$ cat src/common/qa_pkg.sv
`default_nettype none

package qa_pkg;

    // Host CSR word addresses
    typedef logic [9:0] t_csr_addr;

    localparam t_csr_addr CSR_AFU_DSM_BASEL         = 10'h100;
    localparam t_csr_addr CSR_AFU_DSM_BASEH         = 10'h101;
    localparam t_csr_addr CSR_AFU_CNTXT_BASEL       = 10'h102;
    localparam t_csr_addr CSR_AFU_CNTXT_BASEH       = 10'h103;
    localparam t_csr_addr CSR_AFU_EN                = 10'h104;
    localparam t_csr_addr CSR_AFU_ENABLE_TEST       = 10'h105;
    localparam t_csr_addr CSR_AFU_SREG_READ         = 10'h106;
    localparam t_csr_addr CSR_AFU_READ_FRAME_BASEL  = 10'h108;
    localparam t_csr_addr CSR_AFU_READ_FRAME_BASEH  = 10'h109;
    localparam t_csr_addr CSR_AFU_WRITE_FRAME_BASEL = 10'h10a;
    localparam t_csr_addr CSR_AFU_WRITE_FRAME_BASEH = 10'h10b;

    // Byte distance between consecutive test beats
    localparam int unsigned FRAME_STRIDE = 64;

    // One host CSR write as it arrives on the strobe channel
    typedef struct packed {
        logic      valid;
        t_csr_addr addr;
        logic [31:0] data;
    } t_csr_write;

    // Index into the four status registers
    typedef logic [1:0] t_sreg_addr;

    // The same data word means different things depending on the target CSR
    typedef union packed {
        logic [31:0] raw;
        struct packed {
            logic [29:0] rsvd;
            logic        afu_en_user_channel;
            logic        afu_en;
        } en_cmd;
        struct packed {
            logic [15:0] rsvd;
            logic [15:0] count;
        } test_cmd;
        struct packed {
            logic [29:0] rsvd;
            t_sreg_addr  addr;
        } sreg_cmd;
    } t_csr_wdata;

    typedef struct packed {
        logic       enable;
        t_sreg_addr addr;
    } t_sreg_req;

    // Test command as broadcast, the pulse marks the cycle of the write
    typedef struct packed {
        logic        pulse;
        logic [15:0] count;
    } t_afu_enable_test;

    typedef struct packed {
        logic [63:0]      afu_dsm_base;
        logic             afu_dsm_base_valid;
        logic [63:0]      afu_cntxt_base;
        logic             afu_cntxt_base_valid;
        logic             afu_en;
        logic             afu_en_user_channel;
        t_afu_enable_test afu_enable_test;
        t_sreg_req        afu_sreg_req;
        logic [63:0]      afu_read_frame;
        logic [63:0]      afu_write_frame;
    } t_csr_afu_state;

    // One beat of the test engine, a read and a write address together
    typedef struct packed {
        logic        valid;
        logic [63:0] rd_addr;
        logic [63:0] wr_addr;
    } t_mem_req;

    // True when the write targets the given CSR word
    function automatic logic csr_addr_matches(t_csr_write w, t_csr_addr a);
        return w.addr == a;
    endfunction

endpackage

`default_nettype wire
$ cat src/rtl/qa_top.sv
`timescale 1ns/1ps
`default_nettype none

// CSR decoder with its two consumers
module qa_top import qa_pkg::*; (
    input  logic           clk,
    input  logic           rst,
    input  t_csr_write     wr,
    output t_csr_afu_state csr,
    output t_mem_req       mem_req,
    output logic           sreg_rsp_valid,
    output logic [31:0]    sreg_rsp_data
);

    // Test engine events counted by the status file
    logic test_start;
    logic test_done;

    qa_driver_csr u_driver_csr (
        .clk (clk),
        .rst (rst),
        .wr  (wr),
        .csr (csr)
    );

    // The raw write strobe feeds the write counter
    qa_sreg_file u_sreg_file (
        .clk            (clk),
        .rst            (rst),
        .csr_wr         (wr.valid),
        .csr            (csr),
        .test_start     (test_start),
        .test_done      (test_done),
        .sreg_rsp_valid (sreg_rsp_valid),
        .sreg_rsp_data  (sreg_rsp_data)
    );

    qa_test_engine u_test_engine (
        .clk        (clk),
        .rst        (rst),
        .csr        (csr),
        .mem_req    (mem_req),
        .test_start (test_start),
        .test_done  (test_done)
    );

endmodule

`default_nettype wire

$ cat src/rtl/qa_test_engine.sv
`timescale 1ns/1ps
`default_nettype none

// Streams frame addresses for a test of the commanded number of beats
module qa_test_engine import qa_pkg::*; (
    input  logic           clk,
    input  logic           rst,
    input  t_csr_afu_state csr,
    output t_mem_req       mem_req,
    output logic           test_start,
    output logic           test_done
);

    logic        beat_valid;
    logic [15:0] beats_left;
    logic [63:0] rd_addr;
    logic [63:0] wr_addr;
    logic        start_ok;
    logic        next_beat;

    // A beat on the output means a test is running, so new commands are dropped
    assign start_ok = csr.afu_enable_test.pulse
                   && (csr.afu_enable_test.count != 16'd0)
                   && csr.afu_en
                   && !beat_valid;

    // Keep going while beats remain, clearing afu_en stops after this beat
    assign next_beat = beat_valid && (beats_left != 16'd0) && csr.afu_en;

    always_ff @(posedge clk) begin
        if (rst) begin
            beat_valid <= 1'b0;
            beats_left <= '0;
            test_start <= 1'b0;
            test_done  <= 1'b0;
        end else begin
            test_start <= start_ok;
            if (start_ok) begin
                beat_valid <= 1'b1;
                beats_left <= csr.afu_enable_test.count - 16'd1;
                // A single-beat test finishes on its first beat
                test_done  <= (csr.afu_enable_test.count == 16'd1);
            end else if (next_beat) begin
                beats_left <= beats_left - 16'd1;
                test_done  <= (beats_left == 16'd1);
            end else begin
                beat_valid <= 1'b0;
                test_done  <= 1'b0;
            end
        end
    end

    // Addresses walk up from both frame bases by one stride per beat
    always_ff @(posedge clk) begin
        if (start_ok) begin
            rd_addr <= csr.afu_read_frame;
            wr_addr <= csr.afu_write_frame;
        end else if (next_beat) begin
            rd_addr <= rd_addr + 64'(FRAME_STRIDE);
            wr_addr <= wr_addr + 64'(FRAME_STRIDE);
        end
    end

    always_comb begin
        mem_req.valid   = beat_valid;
        mem_req.rd_addr = rd_addr;
        mem_req.wr_addr = wr_addr;
    end

    // No beat may follow an edge at which the AFU was disabled
    a_no_beat_when_disabled: assert property (@(posedge clk) disable iff (rst)
        !$past(csr.afu_en) |-> !mem_req.valid);

endmodule

`default_nettype wire

$ cat src/rtl/qa_sreg_file.sv
`timescale 1ns/1ps
`default_nettype none

// Status registers readable by the host through CSR_AFU_SREG_READ
module qa_sreg_file import qa_pkg::*; (
    input  logic           clk,
    input  logic           rst,
    input  logic           csr_wr,
    input  t_csr_afu_state csr,
    input  logic           test_start,
    input  logic           test_done,
    output logic           sreg_rsp_valid,
    output logic [31:0]    sreg_rsp_data
);

    logic [31:0] wr_count;
    logic [31:0] start_count;
    logic [31:0] done_count;
    logic [31:0] sreg_value;

    // Every accepted host write, whatever its address
    always_ff @(posedge clk) begin
        if (rst) begin
            wr_count <= '0;
        end else if (csr_wr) begin
            wr_count <= wr_count + 32'd1;
        end
    end

    // Test activity as reported by the test engine
    always_ff @(posedge clk) begin
        if (rst) begin
            start_count <= '0;
            done_count  <= '0;
        end else begin
            if (test_start) start_count <= start_count + 32'd1;
            if (test_done) done_count <= done_count + 32'd1;
        end
    end

    // Values read here are the ones held just before the response edge
    always_comb begin
        case (csr.afu_sreg_req.addr)
            2'd0:    sreg_value = wr_count;
            2'd1:    sreg_value = start_count;
            2'd2:    sreg_value = done_count;
            default: sreg_value = csr.afu_dsm_base[31:0];
        endcase
    end

    always_ff @(posedge clk) begin
        if (rst) begin
            sreg_rsp_valid <= 1'b0;
        end else begin
            sreg_rsp_valid <= csr.afu_sreg_req.enable;
        end
    end

    // Data only matters while valid is high
    always_ff @(posedge clk) begin
        if (csr.afu_sreg_req.enable) begin
            sreg_rsp_data <= sreg_value;
        end
    end

    // Each request is answered one cycle later and goes back to a host write
    a_rsp_follows_req: assert property (@(posedge clk) disable iff (rst)
        csr.afu_sreg_req.enable |=> sreg_rsp_valid && $past(csr_wr, 2));

endmodule

`default_nettype wire

$ cat src/rtl/qa_driver_csr.sv
`timescale 1ns/1ps
`default_nettype none

// Turns host CSR writes into the CSR state seen by every consumer
module qa_driver_csr import qa_pkg::*; (
    input  logic           clk,
    input  logic           rst,
    input  t_csr_write     wr,
    output t_csr_afu_state csr
);

    t_csr_wdata wdata;

    // Per-register write strobes
    logic hit_dsm_l;
    logic hit_dsm_h;
    logic hit_cntxt_l;
    logic hit_cntxt_h;
    logic hit_en;
    logic hit_test;
    logic hit_sreg;
    logic hit_rd_l;
    logic hit_rd_h;
    logic hit_wr_l;
    logic hit_wr_h;

    // The data word is only reinterpreted, the bits are never changed
    assign wdata.raw = wr.data;

    always_comb begin
        hit_dsm_l   = wr.valid && csr_addr_matches(wr, CSR_AFU_DSM_BASEL);
        hit_dsm_h   = wr.valid && csr_addr_matches(wr, CSR_AFU_DSM_BASEH);
        hit_cntxt_l = wr.valid && csr_addr_matches(wr, CSR_AFU_CNTXT_BASEL);
        hit_cntxt_h = wr.valid && csr_addr_matches(wr, CSR_AFU_CNTXT_BASEH);
        hit_en      = wr.valid && csr_addr_matches(wr, CSR_AFU_EN);
        hit_test    = wr.valid && csr_addr_matches(wr, CSR_AFU_ENABLE_TEST);
        hit_sreg    = wr.valid && csr_addr_matches(wr, CSR_AFU_SREG_READ);
        hit_rd_l    = wr.valid && csr_addr_matches(wr, CSR_AFU_READ_FRAME_BASEL);
        hit_rd_h    = wr.valid && csr_addr_matches(wr, CSR_AFU_READ_FRAME_BASEH);
        hit_wr_l    = wr.valid && csr_addr_matches(wr, CSR_AFU_WRITE_FRAME_BASEL);
        hit_wr_h    = wr.valid && csr_addr_matches(wr, CSR_AFU_WRITE_FRAME_BASEH);
    end

    // Base addresses are loaded half by half
    always_ff @(posedge clk) begin
        if (hit_dsm_l)   csr.afu_dsm_base[31:0]     <= wr.data;
        if (hit_dsm_h)   csr.afu_dsm_base[63:32]    <= wr.data;
        if (hit_cntxt_l) csr.afu_cntxt_base[31:0]   <= wr.data;
        if (hit_cntxt_h) csr.afu_cntxt_base[63:32]  <= wr.data;
        if (hit_rd_l)    csr.afu_read_frame[31:0]   <= wr.data;
        if (hit_rd_h)    csr.afu_read_frame[63:32]  <= wr.data;
        if (hit_wr_l)    csr.afu_write_frame[31:0]  <= wr.data;
        if (hit_wr_h)    csr.afu_write_frame[63:32] <= wr.data;
    end

    // A base counts as valid once its low half has been written
    always_ff @(posedge clk) begin
        if (rst) begin
            csr.afu_dsm_base_valid   <= 1'b0;
            csr.afu_cntxt_base_valid <= 1'b0;
        end else begin
            if (hit_dsm_l) csr.afu_dsm_base_valid <= 1'b1;
            if (hit_cntxt_l) csr.afu_cntxt_base_valid <= 1'b1;
        end
    end

    always_ff @(posedge clk) begin
        if (rst) begin
            csr.afu_en              <= 1'b0;
            csr.afu_en_user_channel <= 1'b0;
        end else if (hit_en) begin
            csr.afu_en              <= wdata.en_cmd.afu_en;
            csr.afu_en_user_channel <= wdata.en_cmd.afu_en_user_channel;
        end
    end

    // Command fields stay around after the write, only the strobes drop
    always_ff @(posedge clk) begin
        if (hit_test) csr.afu_enable_test.count <= wdata.test_cmd.count;
        if (hit_sreg) csr.afu_sreg_req.addr <= wdata.sreg_cmd.addr;
    end

    // Each command write gives exactly one cycle of strobe
    always_ff @(posedge clk) begin
        if (rst) begin
            csr.afu_enable_test.pulse <= 1'b0;
            csr.afu_sreg_req.enable   <= 1'b0;
        end else begin
            csr.afu_enable_test.pulse <= hit_test;
            csr.afu_sreg_req.enable   <= hit_sreg;
        end
    end

    // Every strobe cycle stands for a write of its own and holds that write's data
    a_test_pulse_per_write: assert property (@(posedge clk) disable iff (rst)
        csr.afu_enable_test.pulse
        |-> $past(wr.valid) && csr.afu_enable_test.count == $past(wdata.test_cmd.count));

    a_sreg_req_per_write: assert property (@(posedge clk) disable iff (rst)
        csr.afu_sreg_req.enable
        |-> $past(wr.valid) && csr.afu_sreg_req.addr == $past(wdata.sreg_cmd.addr));

endmodule

`default_nettype wire

$ cat config.mk
export PLATFORM = sky130hd
export DESIGN_NAME = qa_top
export DESIGN_NICKNAME = d
export VERILOG_FILES = /design/src/common/qa_pkg.sv /design/src/rtl/qa_top.sv /design/src/rtl/qa_test_engine.sv /design/src/rtl/qa_sreg_file.sv /design/src/rtl/qa_driver_csr.sv
export SDC_FILE = /design/constraint.sdc
export NUM_CORES = 1
export LEC_CHECK = 0
export BUFFER_PORTS_ARGS = -buffer_cell sky130_fd_sc_hd__buf_2
export CAP_MARGIN = 20
export CORE_MARGIN = 2
export CORE_UTILIZATION = 55
export DETAILED_ROUTE_END_ITERATION = 7
export PLACE_DENSITY_LB_ADDON = 0.3
export REMOVE_ABC_BUFFERS = 1
export SLEW_MARGIN = 20
export SYNTH_ARGS = -nofsm -noshare
export SYNTH_HDL_FRONTEND = slang
export SYNTH_SLANG_ARGS = --single-unit
$ cat constraint.sdc
create_clock -name clk -period 15.62 [get_ports clk]
set_input_delay 1.562 -clock clk [delete_from_list [all_inputs] [get_ports clk]]
set_output_delay 1.562 -clock clk [all_outputs]
set_load 0.1 [all_outputs]
==> results.toml, run 1 <==
[global_route]
grt_pass1_wl_microns = 104000
overflow = 0
first_global_vias = 16900
antenna_found_initial = 0
grt_max_degree = 104
grt_usage = 0.316

[clocking]
post-cts-setup-buffers = 0
numCtsBuffers = 55
cts_resized = 0
clk_latency_ns = 0.61
clock-root-buffer = "clkbuf_16"
clockBufferDepth = 3
cts_tree = "done"
clock-sinks = 556
clkTransAtPathRegs_ns = 0.06
cts_hold_buf = 0
cts_max_level = 2

[worst_setup_path]
cp_max_fo = 33
reg2reg_from = "u_test_engine.beats_left[0]"
cp.arrival_ns = 2.04
r2r_slack_ns = 12.19
worstReg2RegEnd = "u_test_engine.rd_addr[12]"
criticalPathCategory = "reg2out"
endpoint_kind = "primary output"
start_kind = "flop"
r2r_cells = 7
crit_required_ns = 14.06

[place]
post-place-cells = 2813
place_ws_ns = 11.66
globalplace.congestion = 0.936
portBuffers = 486
dp_hpwl_microns = 49800

[yosys]
synth_area_per_cell_sq_um = 12.6
synth_seq_cells = 556
synth_area_sq_um = 23500
ys.warnings.count = 0
synthDistinctLibCells = 59
yosysSeqAreaShare = 0.659
synthArstFlopShare = 0
syn_inst = 1857
synthFlopType = "edfxtp_1"
synth_edf_count = 434

[floorplanning]
start_util = 0.559
io_pins = 487
dieArea_sq_um = 44400
die_h_microns = 211
core_sq_um = 42000
num_rows = 75
dieWidth_microns = 211

[cells_and_area]
nets = 2388
area_growth_pct = 20.4
antennaDiodeCount = 0
seq_area_sq_um = 15500
multiInputGateArea_sq_um = 7650
layout-drive-gt1-share = 0.277
stdcell_count = 2918
n_fill_cell = 3117

[pwr]
p_leak_uw = 0.00974
report.power.total_uw = 2940
ir_drop_v = 0.000127
p_per_area_nw_per_um2 = 104

[sta]
worstMarginPinSlew_ns = 1.12
fin_worst_skew_ns = 0.0232
slew_headroom = 0.254
final_hold_viol_count = 0
period_minus_slack_ns = 3.60
post-route-period-util = 0.231
max_freq_mhz = 277
hold_ws_ns = 0.496
rsz0062_at_grt = "no"
setup_viol = 0
setup_slack_ns = 12.02
maxSlewViolCount = 0
finalSetupTns_ns = 0

[worst_hold_path]
hold_end = "u_test_engine.beats_left[7]"
worstHoldPathCells = 2
hold_start = "u_test_engine.beats_left[7]"
hold_path_class = "reg2reg"

[routing]
remaining_drc_errors = 0
finalWirelength_microns = 71900
dr.first_iter.drc_count = 2058
detail-route-antenna-nets = 0
num_vias = 17900
via_per_inst = 6.12
routedWlPerCell_microns = 24.6
drtPass1Iterations = 6

[run_status]
status = "completed"

[flow_run]
max-cap-violations = 0
kinds of logic (layout without fill, tap and decap cells):
| family | count (synthesis) | in the layout | share of synthesized area |
|---|---|---|---|
| simple gates | 755 | 755 | 0.166 |
| flops | 556 | 556 | 0.659 |
| mux | 39 | 39 | 0.0338 |
| fa+ha+maj | 10 | 10 | 0.00533 |
| compound gates | 203 | 203 | 0.0491 |
| buf+inv | 112 | 634 | 0.0190 |
| xor+xnor | 182 | 182 | 0.0679 |
cell usage in the layout, fill, tap and decap left out, types with 6 or more instances in the layout:
master / n
nand2_1: 170
clkbuf_1: 7
ha_1: 10
nor3_1: 49
or3_1: 44
a21oi_1: 27
nor2_4: 8
buf_4: 9
mux4_2: 32
edfxtp_1: 434
and3_1: 15
or2_2: 7
nor2_1: 164
a31oi_1: 27
and4_1: 21
clkinvlp_4: 6
xnor2_1: 109
inv_1: 34
clkbuf_16: 57
o31ai_1: 7
dfxtp_1: 122
a211oi_1: 10
xor2_1: 73
and2_1: 22
clkinv_1: 7
buf_2: 485
nor4_1: 54
o21ai_0: 111
clkbuf_8: 8
nand3_1: 73
nand4_1: 70
clkinv_2: 8
or4_1: 24
stage by stage:
step / util / instance area, sq um
final: 0.672 / 28300
after global routing: 0.672 / 28300
after CTS: 0.671 / 28200
after detailed placement: 0.629 / 26400
after global placement: 0.628 / 26400
after floorplan: - / 23200
state kept, by name, indices dropped and copies added, names as in the netlist:
register                    cells
u_driver_csr.csr              280
u_sreg_file.done_count         32
u_sreg_file.sreg_rsp_data      32
u_sreg_file.sreg_rsp_valid      1
u_sreg_file.start_count        32
u_sreg_file.wr_count           32
u_test_engine.beat_valid        1
u_test_engine.beats_left       16
u_test_engine.rd_addr          64
u_test_engine.test_done         1
u_test_engine.test_start        1
u_test_engine.wr_addr          64
cell usage after synthesis (7+ instances only):
master | n | share of area
and4_1 | 21 | 0.0078
a21oi_1 | 27 | 0.0058
o31ai_1 | 7 | 0.0022
nor2_1 | 173 | 0.028
or4_1 | 24 | 0.0077
xor2_1 | 73 | 0.027
or2_2 | 7 | 0.0019
and2_1 | 22 | 0.0059
nand2_1 | 171 | 0.027
o21ai_0 | 111 | 0.024
nor4_1 | 55 | 0.015
buf_1 | 8 | 0.0013
mux4_2 | 32 | 0.031
inv_1 | 34 | 0.0054
buf_2 | 7 | 0.0015
nand4_1 | 70 | 0.019
a211oi_1 | 10 | 0.0032
nor3_1 | 49 | 0.010
clkbuf_1 | 58 | 0.0093
or3_1 | 44 | 0.012
nand3_1 | 73 | 0.016
ha_1 | 10 | 0.0053
edfxtp_1 | 434 | 0.55
dfxtp_1 | 122 | 0.10
a31oi_1 | 27 | 0.0072
xnor2_1 | 109 | 0.041
and3_1 | 15 | 0.0040
worst max-delay path by stage:
stage	from	endpoint	cells after the start
finish	u_driver_csr.csr[128]	csr[128]	2
CTS	u_driver_csr.csr[128]	csr[128]	2
global placement	wr[37]	u_driver_csr.csr[265]	5
detailed placement	wr[37]	u_driver_csr.csr[266]	5
global route	u_driver_csr.csr[128]	csr[128]	2
floorplan	u_driver_csr.csr[140]	u_test_engine.rd_addr[10]	4
cell type report:
| cell class | instances | share of cell area |
|---|---|---|
| Tap cell | 539 | 0.0239 |
| Clock buffer | 72 | 0.0553 |
| Sequential cell | 556 | 0.547 |
| Multi-Input combinational cell | 1189 | 0.271 |
| Inverter | 35 | 0.00482 |
| Timing Repair Buffer | 496 | 0.0897 |
| Clock inverter | 31 | 0.00845 |
per-layer routing:
layer  vias up  track usage  share of wire
met5         -            0              0
met4         0        0.119          0.037
met3       153       0.0843           0.11
met2      1075        0.514           0.48
met1      8725        0.410           0.37
li1       7917            -              -
worst max-delay path: stages, from the launching register on:
cell and delay (ns):
edfxtp_1 0.33, buf_4 0.52, buf_2 0.55
report_power, final:
group	leakage (uW)	total [uW]	internal (uW)	switching (uW)
logic	0.00403	43.3	6.64	36.6
registers	0.00483	1590	1590	0.902
clock network	0.000874	1310	741	573
total	0.00974	2940	2330	611
Power figures use the tool's default switching activity.
==> inputs of run 2 (changes only) <==
ABC_AREA = 1   (was unset)
clock period = 3.7 ns   (was 15.62 ns; I/O delays follow)
==> run 2 against run 1 <==
  * Clock skew shrank 0.0039 ns
  * Register-to-register slack lost 11 ns
  * First-iteration DRC count grew 58%
  * Critical path depth grew 7
  * Wire length grew 30%
  * Synthesized area grew 8.5%
  * Combinational power grew to 4.9 times the previous value
  * Die area grew 8.3%
  * Count of clock-buffer cells in the layout shrank 5
  * Hold slack lost 0.41 ns
  * Non-clock buffer count grew 12
  * Critical path type is now reg2reg
  * Largest cell class unchanged
==> results.toml, run 2 <==
[place]
dp_hpwl_microns = 70000
globalplace.congestion = 1.01
portBuffers = 486

[yosys]
synthFlopType = "edfxtp_1"
synth_top_area_share = 0.511
synth_common_cells = "nand2_1, nor2_1, edfxtp_1"
syn_inst = 2826
synth_area_per_cell_sq_um = 9.02
yosysTopAreaCell = "edfxtp_1"
synth_top_family_by_area = "simple AND/OR/NAND/NOR gates"
synthSimpleGateAreaFrac = 0.257
synthDistinctLibCells = 42
yosys-top-cells-area = "edfxtp_1, nand2_1, dfxtp_1"
synthArstFlopShare = 0
yosysMostFrequentCell = "nand2_1"
yosysSeqAreaShare = 0.607
ys.warnings.count = 0
synthAdderAreaFrac = 0.00491
synthXorXnorAreaFrac = 0.0299
synth_edf_count = 434
synth_area_sq_um = 25500
synth_compound_area_frac = 0.0559
synth_mux_area_frac = 0
synth_seq_cells = 556

[pwr]
p_leak_uw = 0.0116
ir_drop_v = 0.000419
p_per_area_nw_per_um2 = 408

[cells_and_area]
registers.top_by_ff_count = "u_driver_csr.csr"
reg_top3 = "u_driver_csr.csr (280), u_test_engine.rd_addr (64), u_test_engine.wr_addr (64)"
area_growth_pct = 19.3
n_fill_cell = 3722
utilization = 0.667
largest_reg_flops = 280
final_common_cell = "nand2_1"
layout_common_cells = "nand2_1, nor2_1, buf_2"
nets = 3385
layout-drive-gt1-share = 0.181

[worst_setup_path]
worstReg2RegEnd = "u_test_engine.wr_addr[25]"
crit_required_ns = 4.07
endpoint_kind = "flop"
r2r_cells = 9
cp_max_fo = 95
criticalPathCategory = "reg2reg"
start_kind = "flop"
r2r_slack_ns = 0.90
cp.arrival_ns = 3.17
reg2reg_from = "u_driver_csr.csr[131]"

[clocking]
cts_max_level = 2
cts_tree = "done"
clockBufferDepth = 3
clkTransAtPathRegs_ns = 0.06
cts_resized = 0
clk_latency_ns = 0.64
numCtsBuffers = 55
post-cts-setup-buffers = 0
cts_hold_buf = 0
clock-sinks = 556
clock-root-buffer = "clkbuf_16"

[global_route]
antenna_found_initial = 5
grt_max_degree = 96
first_global_vias = 20700
overflow = 0
grt_pass1_wl_microns = 134000
grt_usage = 0.382

[floorplanning]
dieArea_sq_um = 48100
dieWidth_microns = 219
num_rows = 78
die_h_microns = 219
start_util = 0.559
io_pins = 487
core_sq_um = 45600

[sta]
setup_viol = 0
max_freq_mhz = 357
rsz0062_at_grt = "no"
slew_headroom = 0.296
final_hold_viol_count = 0
post-route-period-util = 0.757
maxSlewViolCount = 0
period_minus_slack_ns = 2.80
worstMarginPinSlew_ns = 1.06
fin_worst_skew_ns = 0.0193
hold_ws_ns = 0.0858

[worst_hold_path]
hold_start = "wr[42]"
worstHoldPathCells = 2
hold_end = "u_sreg_file.wr_count[0]"
hold_path_class = "in2reg"

[routing]
finalWirelength_microns = 93800
routedWlPerCell_microns = 23.6
drtPass1Iterations = 5
detail-route-antenna-nets = 0
remaining_drc_errors = 0
dr.first_iter.drc_count = 3260
num_vias = 22900
via_per_inst = 5.76

[run_status]
status = "completed"

[flow_run]
max-cap-violations = 0
[run 2: cell families (layout without fill, tap and decap cells)]
group                    count (synthesis)  after routing
adder cells (fa/ha/maj)                 10             10
XOR/XNOR                                87             87
buffers and inverters                  293            843
AO/OA/AOI/OAI                          257            257
other                                    0              4
flip-flops                             556            556
AND/OR/NAND/NOR                       1623           1623
[run 2: layout make-up]
cell class / count / area, sq um / area share
sequential: 556 / 15500 / 0.509
multi-input combinational: 1977 / 8910 / 0.293
timing repair buffer: 508 / 2650 / 0.0871
clock buffer: 67 / 1420 / 0.0468
inverter: 232 / 876 / 0.0288
tap: 600 / 751 / 0.0247
clock inverter: 36 / 307 / 0.0101
antenna: 4 / 10.0 / 0.000329
[run 2: critical path, cell delays in order (launching register included)]
cell      delay, ns
edfxtp_1       0.42
inv_1          0.12
ha_1           0.21
nand2_1        0.07
nor2_1         0.04
nand2_1        0.10
nand2_4        0.31
inv_6          0.65
buf_4          0.40
o21ai_0        0.16
[run 2: worst max path at each step]
stage	end	from	cells after the start
floorplan	u_test_engine.beats_left[1]	u_driver_csr.csr[131]	10
global placement	u_test_engine.wr_addr[27]	u_driver_csr.csr[131]	9
detailed placement	u_test_engine.wr_addr[25]	u_driver_csr.csr[131]	9
CTS	u_test_engine.wr_addr[25]	u_driver_csr.csr[131]	9
global route	u_test_engine.wr_addr[25]	u_driver_csr.csr[131]	9
finish	u_test_engine.wr_addr[25]	u_driver_csr.csr[131]	9
[run 2: per-stage QoR]
| step | worst slack [ns] | area [sq um] | std cells | setup TNS [ns] | total power (uW) |
|---|---|---|---|---|---|
| detailed placement | 0.957 | 28700 | 3873 | 0 | 7030 |
| global route | 0.769 | 30400 | 3976 | 0 | 12700 |
| CTS | 0.917 | 30400 | 3976 | 0 | 12400 |
| floorplan | -0.660 | 25200 | 2765 | -91.75 | 6880 |
| finish | 0.901 | 30400 | 3980 | 0 | 12400 |
| global placement | 1.09 | 28700 | 3873 | 0 | 7030 |
[run 2: power breakdown]
| group | leakage (uW) | internal, uW | switching [uW] |
|---|---|---|---|
| sequential | 0.00485 | 6690 | 4.03 |
| combinational | 0.00592 | 32.5 | 179 |
| clock | 0.000826 | 3020 | 2490 |
| total | 0.0116 | 9750 | 2670 |
[run 2: per-layer routing]
metal  vias up  wire (microns)  GRT usage
met5         -              16          0
met4         2            4320      0.163
met3       199           10800     0.0877
met2      1504           42500      0.587
met1     10800           36200      0.524
li1      10400               -          -
